## config.mk

```make
export PLATFORM = sky130hd
export DESIGN_NAME = ecc_buffer_top
export DESIGN_NICKNAME = d
export VERILOG_FILES = /design/src/rtl/ecc_pkg.sv /design/src/rtl/ecc_43_cal.sv /design/src/rtl/ecc_buffer_top.sv /design/src/rtl/ecc_read_corrector.sv /design/src/rtl/ecc_word_buffer.sv /design/src/rtl/ecc_write_encoder.sv
export SDC_FILE = /design/constraint.sdc
export NUM_CORES = 1
export LEC_CHECK = 0
export BUFFER_PORTS_ARGS = -buffer_cell sky130_fd_sc_hd__buf_4
export CAP_MARGIN = 10
export CORE_MARGIN = 2
export CORE_UTILIZATION = 25
export CTS_CLUSTER_DIAMETER = 100
export DETAILED_ROUTE_END_ITERATION = 8
export PLACE_DENSITY = 0.45
export SYNTH_ARGS = -nofsm -noshare
export SYNTH_HDL_FRONTEND = slang
export SYNTH_SLANG_ARGS = --single-unit
```

## constraint.sdc

```tcl
create_clock -name clk -period 7.9 [get_ports clk]
set_input_delay 0.395 -clock clk [delete_from_list [all_inputs] [get_ports clk]]
set_output_delay 0.395 -clock clk [all_outputs]
set_load 0.005 [all_outputs]
```

## src/rtl/ecc_pkg.sv

```systemverilog
package ecc_pkg;

    localparam int DATA_WIDTH   = 43;
    localparam int PARITY_WIDTH = 7;
    localparam int CODE_WIDTH   = DATA_WIDTH + PARITY_WIDTH;

    localparam int BUF_DEPTH    = 8;
    localparam int OUT_CREDITS  = 4;

    localparam int PTR_WIDTH    = $clog2(BUF_DEPTH);
    localparam int COUNT_WIDTH  = $clog2(BUF_DEPTH + 1);
    localparam int CREDIT_WIDTH = $clog2(OUT_CREDITS + 1);

    // data bits covered by each check bit, one row of H per entry.
    localparam logic [DATA_WIDTH-1:0] PARITY_MASK [PARITY_WIDTH] = '{
        43'h555_56aa_ad5b,
        43'h199_9b33_366d,
        43'h1e1_e3c3_c78e,
        43'h1fe_03fc_07f0,
        43'h600_03ff_f800,
        43'h7ff_fc00_0000,
        43'h2d3_2da6_5cb7
    };

    typedef struct packed {
        logic [PARITY_WIDTH-1:0] parity;
        logic [DATA_WIDTH-1:0]   data;
    } ecc_fields_t;

    // flat view for error injection, field view for decoding.
    typedef union packed {
        logic [CODE_WIDTH-1:0] bits;
        ecc_fields_t           fields;
    } ecc_word_t;

    function automatic logic [PARITY_WIDTH-1:0] ecc_encode(input logic [DATA_WIDTH-1:0] data);
        logic [PARITY_WIDTH-1:0] parity;
        for (int i = 0; i < PARITY_WIDTH; i++) begin
            parity[i] = ^(data & PARITY_MASK[i]);
        end
        return parity;
    endfunction

endpackage

```

## src/rtl/ecc_43_cal.sv

```systemverilog
`timescale 1ns/1ns

module ecc_43_cal (
    input  logic [ecc_pkg::DATA_WIDTH-1:0]   data_in,
    input  logic [ecc_pkg::PARITY_WIDTH-1:0] parity_in,
    input  logic                             bypass,
    output logic [ecc_pkg::DATA_WIDTH-1:0]   data_out,
    output logic                             sbit_err,
    output logic                             dbit_err
);
    import ecc_pkg::*;

    logic [PARITY_WIDTH-1:0] syndrome;
    logic [DATA_WIDTH-1:0]   mask;
    logic                    single_err;
    logic                    double_err;

    assign syndrome = parity_in ^ ecc_encode(data_in);

    // one column of H per data bit; a match points at the bit to flip.
    always_comb begin
        mask = '0;
        case (syndrome)
            7'b1000011: mask[0]  = 1'b1;
            7'b1000101: mask[1]  = 1'b1;
            7'b1000110: mask[2]  = 1'b1;
            7'b0000111: mask[3]  = 1'b1;
            7'b1001001: mask[4]  = 1'b1;
            7'b1001010: mask[5]  = 1'b1;
            7'b0001011: mask[6]  = 1'b1;
            7'b1001100: mask[7]  = 1'b1;
            7'b0001101: mask[8]  = 1'b1;
            7'b0001110: mask[9]  = 1'b1;
            7'b1001111: mask[10] = 1'b1;
            7'b1010001: mask[11] = 1'b1;
            7'b1010010: mask[12] = 1'b1;
            7'b0010011: mask[13] = 1'b1;
            7'b1010100: mask[14] = 1'b1;
            7'b0010101: mask[15] = 1'b1;
            7'b0010110: mask[16] = 1'b1;
            7'b1010111: mask[17] = 1'b1;
            7'b1011000: mask[18] = 1'b1;
            7'b0011001: mask[19] = 1'b1;
            7'b0011010: mask[20] = 1'b1;
            7'b1011011: mask[21] = 1'b1;
            7'b0011100: mask[22] = 1'b1;
            7'b1011101: mask[23] = 1'b1;
            7'b1011110: mask[24] = 1'b1;
            7'b0011111: mask[25] = 1'b1;
            7'b1100001: mask[26] = 1'b1;
            7'b1100010: mask[27] = 1'b1;
            7'b0100011: mask[28] = 1'b1;
            7'b1100100: mask[29] = 1'b1;
            7'b0100101: mask[30] = 1'b1;
            7'b0100110: mask[31] = 1'b1;
            7'b1100111: mask[32] = 1'b1;
            7'b1101000: mask[33] = 1'b1;
            7'b0101001: mask[34] = 1'b1;
            7'b0101010: mask[35] = 1'b1;
            7'b1101011: mask[36] = 1'b1;
            7'b0101100: mask[37] = 1'b1;
            7'b1101101: mask[38] = 1'b1;
            7'b1101110: mask[39] = 1'b1;
            7'b0101111: mask[40] = 1'b1;
            7'b1110000: mask[41] = 1'b1;
            7'b0110001: mask[42] = 1'b1;
            default:    mask     = '0;
        endcase
    end

    // weight one means a flipped check bit, data is already good.
    assign single_err = (|mask) || ($countones(syndrome) == 1);
    assign double_err = (syndrome != '0) && !single_err;

    assign data_out = bypass ? data_in : (data_in ^ mask);
    assign sbit_err = !bypass && single_err;
    assign dbit_err = !bypass && double_err;

endmodule

```

## src/rtl/ecc_buffer_top.sv

```systemverilog
`timescale 1ns/1ns

module ecc_buffer_top (
    input  logic                           clk,
    input  logic                           reset,
    input  logic                           in_valid,
    input  logic [ecc_pkg::DATA_WIDTH-1:0] in_data,
    input  logic [ecc_pkg::CODE_WIDTH-1:0] in_flip,
    output logic                           in_credit,
    input  logic                           out_credit,
    input  logic                           bypass,
    output logic                           out_valid,
    output logic [ecc_pkg::DATA_WIDTH-1:0] out_data,
    output logic                           out_sbit_err,
    output logic                           out_dbit_err
);
    import ecc_pkg::*;

    logic      wr_valid;
    ecc_word_t wr_word;
    logic      rd_avail;
    logic      rd_pop;
    ecc_word_t rd_word;

    ecc_write_encoder i_ecc_write_encoder (
        .clk      (clk),
        .reset    (reset),
        .in_valid (in_valid),
        .in_data  (in_data),
        .in_flip  (in_flip),
        .wr_valid (wr_valid),
        .wr_word  (wr_word)
    );

    ecc_word_buffer i_ecc_word_buffer (
        .clk       (clk),
        .reset     (reset),
        .wr_valid  (wr_valid),
        .wr_word   (wr_word),
        .rd_pop    (rd_pop),
        .rd_avail  (rd_avail),
        .rd_word   (rd_word),
        .in_credit (in_credit)
    );

    ecc_read_corrector i_ecc_read_corrector (
        .clk          (clk),
        .reset        (reset),
        .rd_avail     (rd_avail),
        .rd_word      (rd_word),
        .out_credit   (out_credit),
        .bypass       (bypass),
        .rd_pop       (rd_pop),
        .out_valid    (out_valid),
        .out_data     (out_data),
        .out_sbit_err (out_sbit_err),
        .out_dbit_err (out_dbit_err)
    );

endmodule

```

## src/rtl/ecc_read_corrector.sv

```systemverilog
`timescale 1ns/1ns

module ecc_read_corrector (
    input  logic                           clk,
    input  logic                           reset,
    input  logic                           rd_avail,
    input  ecc_pkg::ecc_word_t             rd_word,
    input  logic                           out_credit,
    input  logic                           bypass,
    output logic                           rd_pop,
    output logic                           out_valid,
    output logic [ecc_pkg::DATA_WIDTH-1:0] out_data,
    output logic                           out_sbit_err,
    output logic                           out_dbit_err
);
    import ecc_pkg::*;

    logic [CREDIT_WIDTH-1:0] credit_cnt;
    logic [DATA_WIDTH-1:0]   cal_data;
    logic                    cal_sbit_err;
    logic                    cal_dbit_err;

    // the credit is spent at the pop, so a word in flight is already paid for.
    assign rd_pop = rd_avail && (credit_cnt != '0);

    always_ff @(posedge clk) begin
        if (reset) begin
            credit_cnt <= CREDIT_WIDTH'(OUT_CREDITS);
        end else begin
            case ({out_credit, rd_pop})
                2'b10: begin
                    if (credit_cnt != CREDIT_WIDTH'(OUT_CREDITS)) begin
                        credit_cnt <= credit_cnt + 1'b1;
                    end
                end
                2'b01:   credit_cnt <= credit_cnt - 1'b1;
                default: credit_cnt <= credit_cnt;
            endcase
        end
    end

    ecc_43_cal i_ecc_43_cal (
        .data_in   (rd_word.fields.data),
        .parity_in (rd_word.fields.parity),
        .bypass    (bypass),
        .data_out  (cal_data),
        .sbit_err  (cal_sbit_err),
        .dbit_err  (cal_dbit_err)
    );

    always_ff @(posedge clk) begin
        if (reset) begin
            out_valid    <= 1'b0;
            out_sbit_err <= 1'b0;
            out_dbit_err <= 1'b0;
        end else begin
            out_valid    <= rd_pop;
            // flags only mean something alongside out_valid.
            out_sbit_err <= rd_pop && cal_sbit_err;
            out_dbit_err <= rd_pop && cal_dbit_err;
        end
    end

    always_ff @(posedge clk) begin
        if (rd_pop) begin
            out_data <= cal_data;
        end
    end

endmodule

```

## src/rtl/ecc_word_buffer.sv

```systemverilog
`timescale 1ns/1ns

module ecc_word_buffer (
    input  logic               clk,
    input  logic               reset,
    input  logic               wr_valid,
    input  ecc_pkg::ecc_word_t wr_word,
    input  logic               rd_pop,
    output logic               rd_avail,
    output ecc_pkg::ecc_word_t rd_word,
    output logic               in_credit
);
    import ecc_pkg::*;

    ecc_word_t              mem [BUF_DEPTH];
    logic [PTR_WIDTH-1:0]   wr_ptr;
    logic [PTR_WIDTH-1:0]   rd_ptr;
    logic [COUNT_WIDTH-1:0] count;

    // sender credits guarantee a free slot, so every write is taken.
    always_ff @(posedge clk) begin
        if (wr_valid) begin
            mem[wr_ptr] <= wr_word;
        end
    end

    always_ff @(posedge clk) begin
        if (reset) begin
            wr_ptr <= '0;
        end else if (wr_valid) begin
            if (wr_ptr == PTR_WIDTH'(BUF_DEPTH - 1)) begin
                wr_ptr <= '0;
            end else begin
                wr_ptr <= wr_ptr + 1'b1;
            end
        end
    end

    always_ff @(posedge clk) begin
        if (reset) begin
            rd_ptr <= '0;
        end else if (rd_pop) begin
            if (rd_ptr == PTR_WIDTH'(BUF_DEPTH - 1)) begin
                rd_ptr <= '0;
            end else begin
                rd_ptr <= rd_ptr + 1'b1;
            end
        end
    end

    always_ff @(posedge clk) begin
        if (reset) begin
            count <= '0;
        end else begin
            case ({wr_valid, rd_pop})
                2'b10:   count <= count + 1'b1;
                2'b01:   count <= count - 1'b1;
                default: count <= count;
            endcase
        end
    end

    // one slot freed per pop, returned to the sender a cycle later.
    always_ff @(posedge clk) begin
        if (reset) begin
            in_credit <= 1'b0;
        end else begin
            in_credit <= rd_pop;
        end
    end

    assign rd_avail = (count != '0);
    assign rd_word  = mem[rd_ptr];

endmodule

```

## src/rtl/ecc_write_encoder.sv

```systemverilog
`timescale 1ns/1ns

module ecc_write_encoder (
    input  logic                           clk,
    input  logic                           reset,
    input  logic                           in_valid,
    input  logic [ecc_pkg::DATA_WIDTH-1:0] in_data,
    input  logic [ecc_pkg::CODE_WIDTH-1:0] in_flip,
    output logic                           wr_valid,
    output ecc_pkg::ecc_word_t             wr_word
);
    import ecc_pkg::*;

    ecc_word_t code;

    always_comb begin
        code.fields.data   = in_data;
        code.fields.parity = ecc_encode(in_data);
    end

    always_ff @(posedge clk) begin
        if (reset) begin
            wr_valid <= 1'b0;
        end else begin
            wr_valid <= in_valid;
        end
    end

    // diagnostic flips land on the whole codeword, parity included.
    always_ff @(posedge clk) begin
        if (in_valid) begin
            wr_word.bits <= code.bits ^ in_flip;
        end
    end

endmodule

```

==> out/qor.yml <==
cts:
  clock_path_buffers: 3
  htreeDepth: 2
  root_buffer: "clkbuf_16"
  cts.sinks: 513
  postCtsHoldBufs: 0
  cts_resized: 0
  path_clk_slew_ns: 0.06
  cts_buffers: 57
  tritoncts: "done"
  insertion_delay_ns: 0.61
  cts_setup_buffers: 0
synthesis:
  syn_avg_cell_area_um2: 17.8
  synth_top_family_by_area: "XOR/XNOR gates"
  synth_nets: 1404
  ys_types: 53
  synth_compound_area_share_pct: 1.42
  synthTopCellsByArea: "edfxtp_1, mux4_2, xnor2_1"
  syn_area_um2: 23000
  post-synth-top-area-cell: "edfxtp_1"
  yosys_most_used_dff: "edfxtp_1"
  netlist_instances: 1290
  yosysWarnings: 0
  synth_fa_ha_area_share_pct: 1.03
  synth_simple_gate_area_share_pct: 3.40
  synth_common_cells: "edfxtp_1, xnor2_1, xor2_1, mux4_2, nor2_1"
  synth.most_common_cell: "edfxtp_1"
  synth_xor_area_share_pct: 13.2
  async_flop_share_pct: 0
  synth-seq-cells: 513
  synth_edf_count: 493
  synth_seq_area_share_pct: 66.2
  synth_top_area_share_pct: 64.4
  synth_mux_area_share_pct: 12.9
critical_path:
  path_cells: "buf_12, mux4_2, mux2i_1, xnor2_1, xnor2_1, xnor2_1, xor2_1, xor2_1, inv_1, fa_1, fa_1, o21ai_0, o21ai_0, fa_1, nor3_1, a211oi_1, nand4_1, nor3_1"
  start_kind: "register"
  worstPathArrival_ns: 7.30
  critPathKind: "reg -> reg"
  cp-end-kind: "register"
  required_ns: 8.42
  crit_path_top_delay_cell: "xor2_1"
  worst_path_largest_cell_delay_ns: 0.89
  cp_max_fo: 55
finish:
  final_cells: 2706
  antenna_cells: 0
  fillers: 9049
  area_delta_synth_final_pct: 18.5
  fin_nets: 1588
  layout-drive-gt1-share_pct: 24.5
place:
  port_buffers: 144
  pre_cts_ws_ns: 1.16
  gp_congestion: 0.792
  dp_cells: 2601
  dp_hpwl_um: 42100
global_route:
  grt_usage_pct: 13.3
  overflow: 0
  grt_pass1_wl_um: 90800
  grt_pass1_vias: 12600
  antenna_found_initial: 1
  grt_max_degree: 56
floorplan:
  rows: 111
  die_h_um: 307
  dieArea_um2: 94300
  dieWidth_um: 307
  start_util_pct: 25.1
  io_pins: 145
  coreArea_um2: 91400
timing:
  fmax_mhz: 147
  setup_ws_ns: 1.11
  fin_crit_sh_pct: 85.9
  final-hold-violation-count: 0
  skew_ns: 0.0153
  slew_viol_final: 0
  slew_headroom_pct: 20.9
  rsz0062_at_grt: "no"
  period_needed_ns: 6.79
  fin_tns_setup_ns: 0
  final-setup-viol-count: 0
  worst_pin_slew_ns: 1.18
routing:
  viasPerCell: 4.36
  wl_per_cell_um: 23.1
  drt-pass1-iter-count: 5
  routed_wl_um: 62500
  dr.first_iter.drc_count: 694
  ant_nets: 0
  drc_errors: 0
  vias: 11800
run_status:
  outcome: "completed"
worst_hold_path:
  hold_path_class: "in -> reg"
run:
  cap_viol_max_count: 0
metrics by stage:
stage / hold slack (ns) / utilization (%) / instance area [um^2]
floorplan: 0.447 / - / 23000
global placement: 0.478 / 27.9 / 25500
detailed placement: 0.482 / 27.9 / 25500
CTS: 0.0385 / 29.8 / 27200
global route: 0.0542 / 29.8 / 27200
finish: 0.0871 / 29.8 / 27200
critical path: cells and delay by family (launching register included):
kind            cells  cell delay (ns)
xor+xnor            5             1.68
fa+ha+maj           3             1.65
mux                 2             0.93
flops               1             0.82
buf+inv             2             0.70
compound gates      3             0.45
simple gates        3             0.43
cell type report:
cell class	instances	area [um^2]	area share, %
Multi-Input combinational cell	710	7380	27.1
Timing Repair Buffer	176	1350	4.95
Clock buffer	72	1480	5.45
Sequential cell	513	15200	55.9
Inverter	16	60.1	0.221
Clock inverter	33	248	0.910
Tap cell	1186	1480	5.45
worst paths after layout:
path,startpoint,endpoint,slack (ns),cells after the start
hold / removal,in_flip[26],i_ecc_write_encoder.wr_word[26],0.09,2
setup / recovery,register,i_ecc_read_corrector.out_dbit_err,1.11,18
hold reg to reg,i_ecc_word_buffer.count[3],i_ecc_word_buffer.count[3],0.50,2
setup reg to reg,register,i_ecc_read_corrector.out_dbit_err,1.11,18
cells by family (layout without fill, tap and decap cells):
logic type	Yosys count	in the layout
adders and majority gates	16	16
xor gates and xnor gates	325	325
and+or+nand+nor	163	163
DFF	513	513
AOI/OAI and AO/OA	49	49
muxes	157	157
buffers and inverters	67	297
layer usage:
| metal | global-route usage, % | up-vias | routed length (um) |
|---|---|---|---|
| li1 | - | 5299 | - |
| met1 | 18.8 | 6123 | 29100 |
| met2 | 21.6 | 303 | 29900 |
| met3 | 1.78 | 75 | 2470 |
| met4 | 3.19 | 0 | 1120 |
| met5 | 0 | - | 0 |
cell usage in the layout (no fill, tap or decap), types with 5 or more instances in the layout:
cell type	instances
mux4_2	82
clkbuf_1	15
nor2_4	6
clkbuf_16	57
xnor3_1	7
clkinv_2	6
nand3_1	42
clkinvlp_4	6
mux2i_1	45
dfxtp_1	17
o21ai_0	5
nor4_1	7
nor2b_1	7
xnor2_1	165
edfxtp_1	493
clkinv_1	15
o22ai_1	5
a211oi_1	7
mux2i_2	7
inv_1	15
nand2_1	23
a21oi_1	17
ha_1	11
nor2_1	45
buf_4	174
mux4_1	18
nor3_1	8
fa_1	5
nand2b_1	8
xnor2_2	6
xor2_1	144
or2_2	5
sequential cells by signal, summed over array words and instances, names as in the netlist, 3 cells and up, named ones only:
signal	count
i_ecc_word_buffer.mem	400
i_ecc_read_corrector.out_data	43
i_ecc_word_buffer.rd_ptr	3
i_ecc_word_buffer.wr_ptr	3
i_ecc_read_corrector.credit_cnt	3
i_ecc_write_encoder.wr_word	50
i_ecc_word_buffer.count	4
Power is left out: the tool's default activity adds up to more than one toggle a clock period on the data nets, which glitch-free logic cannot reach.
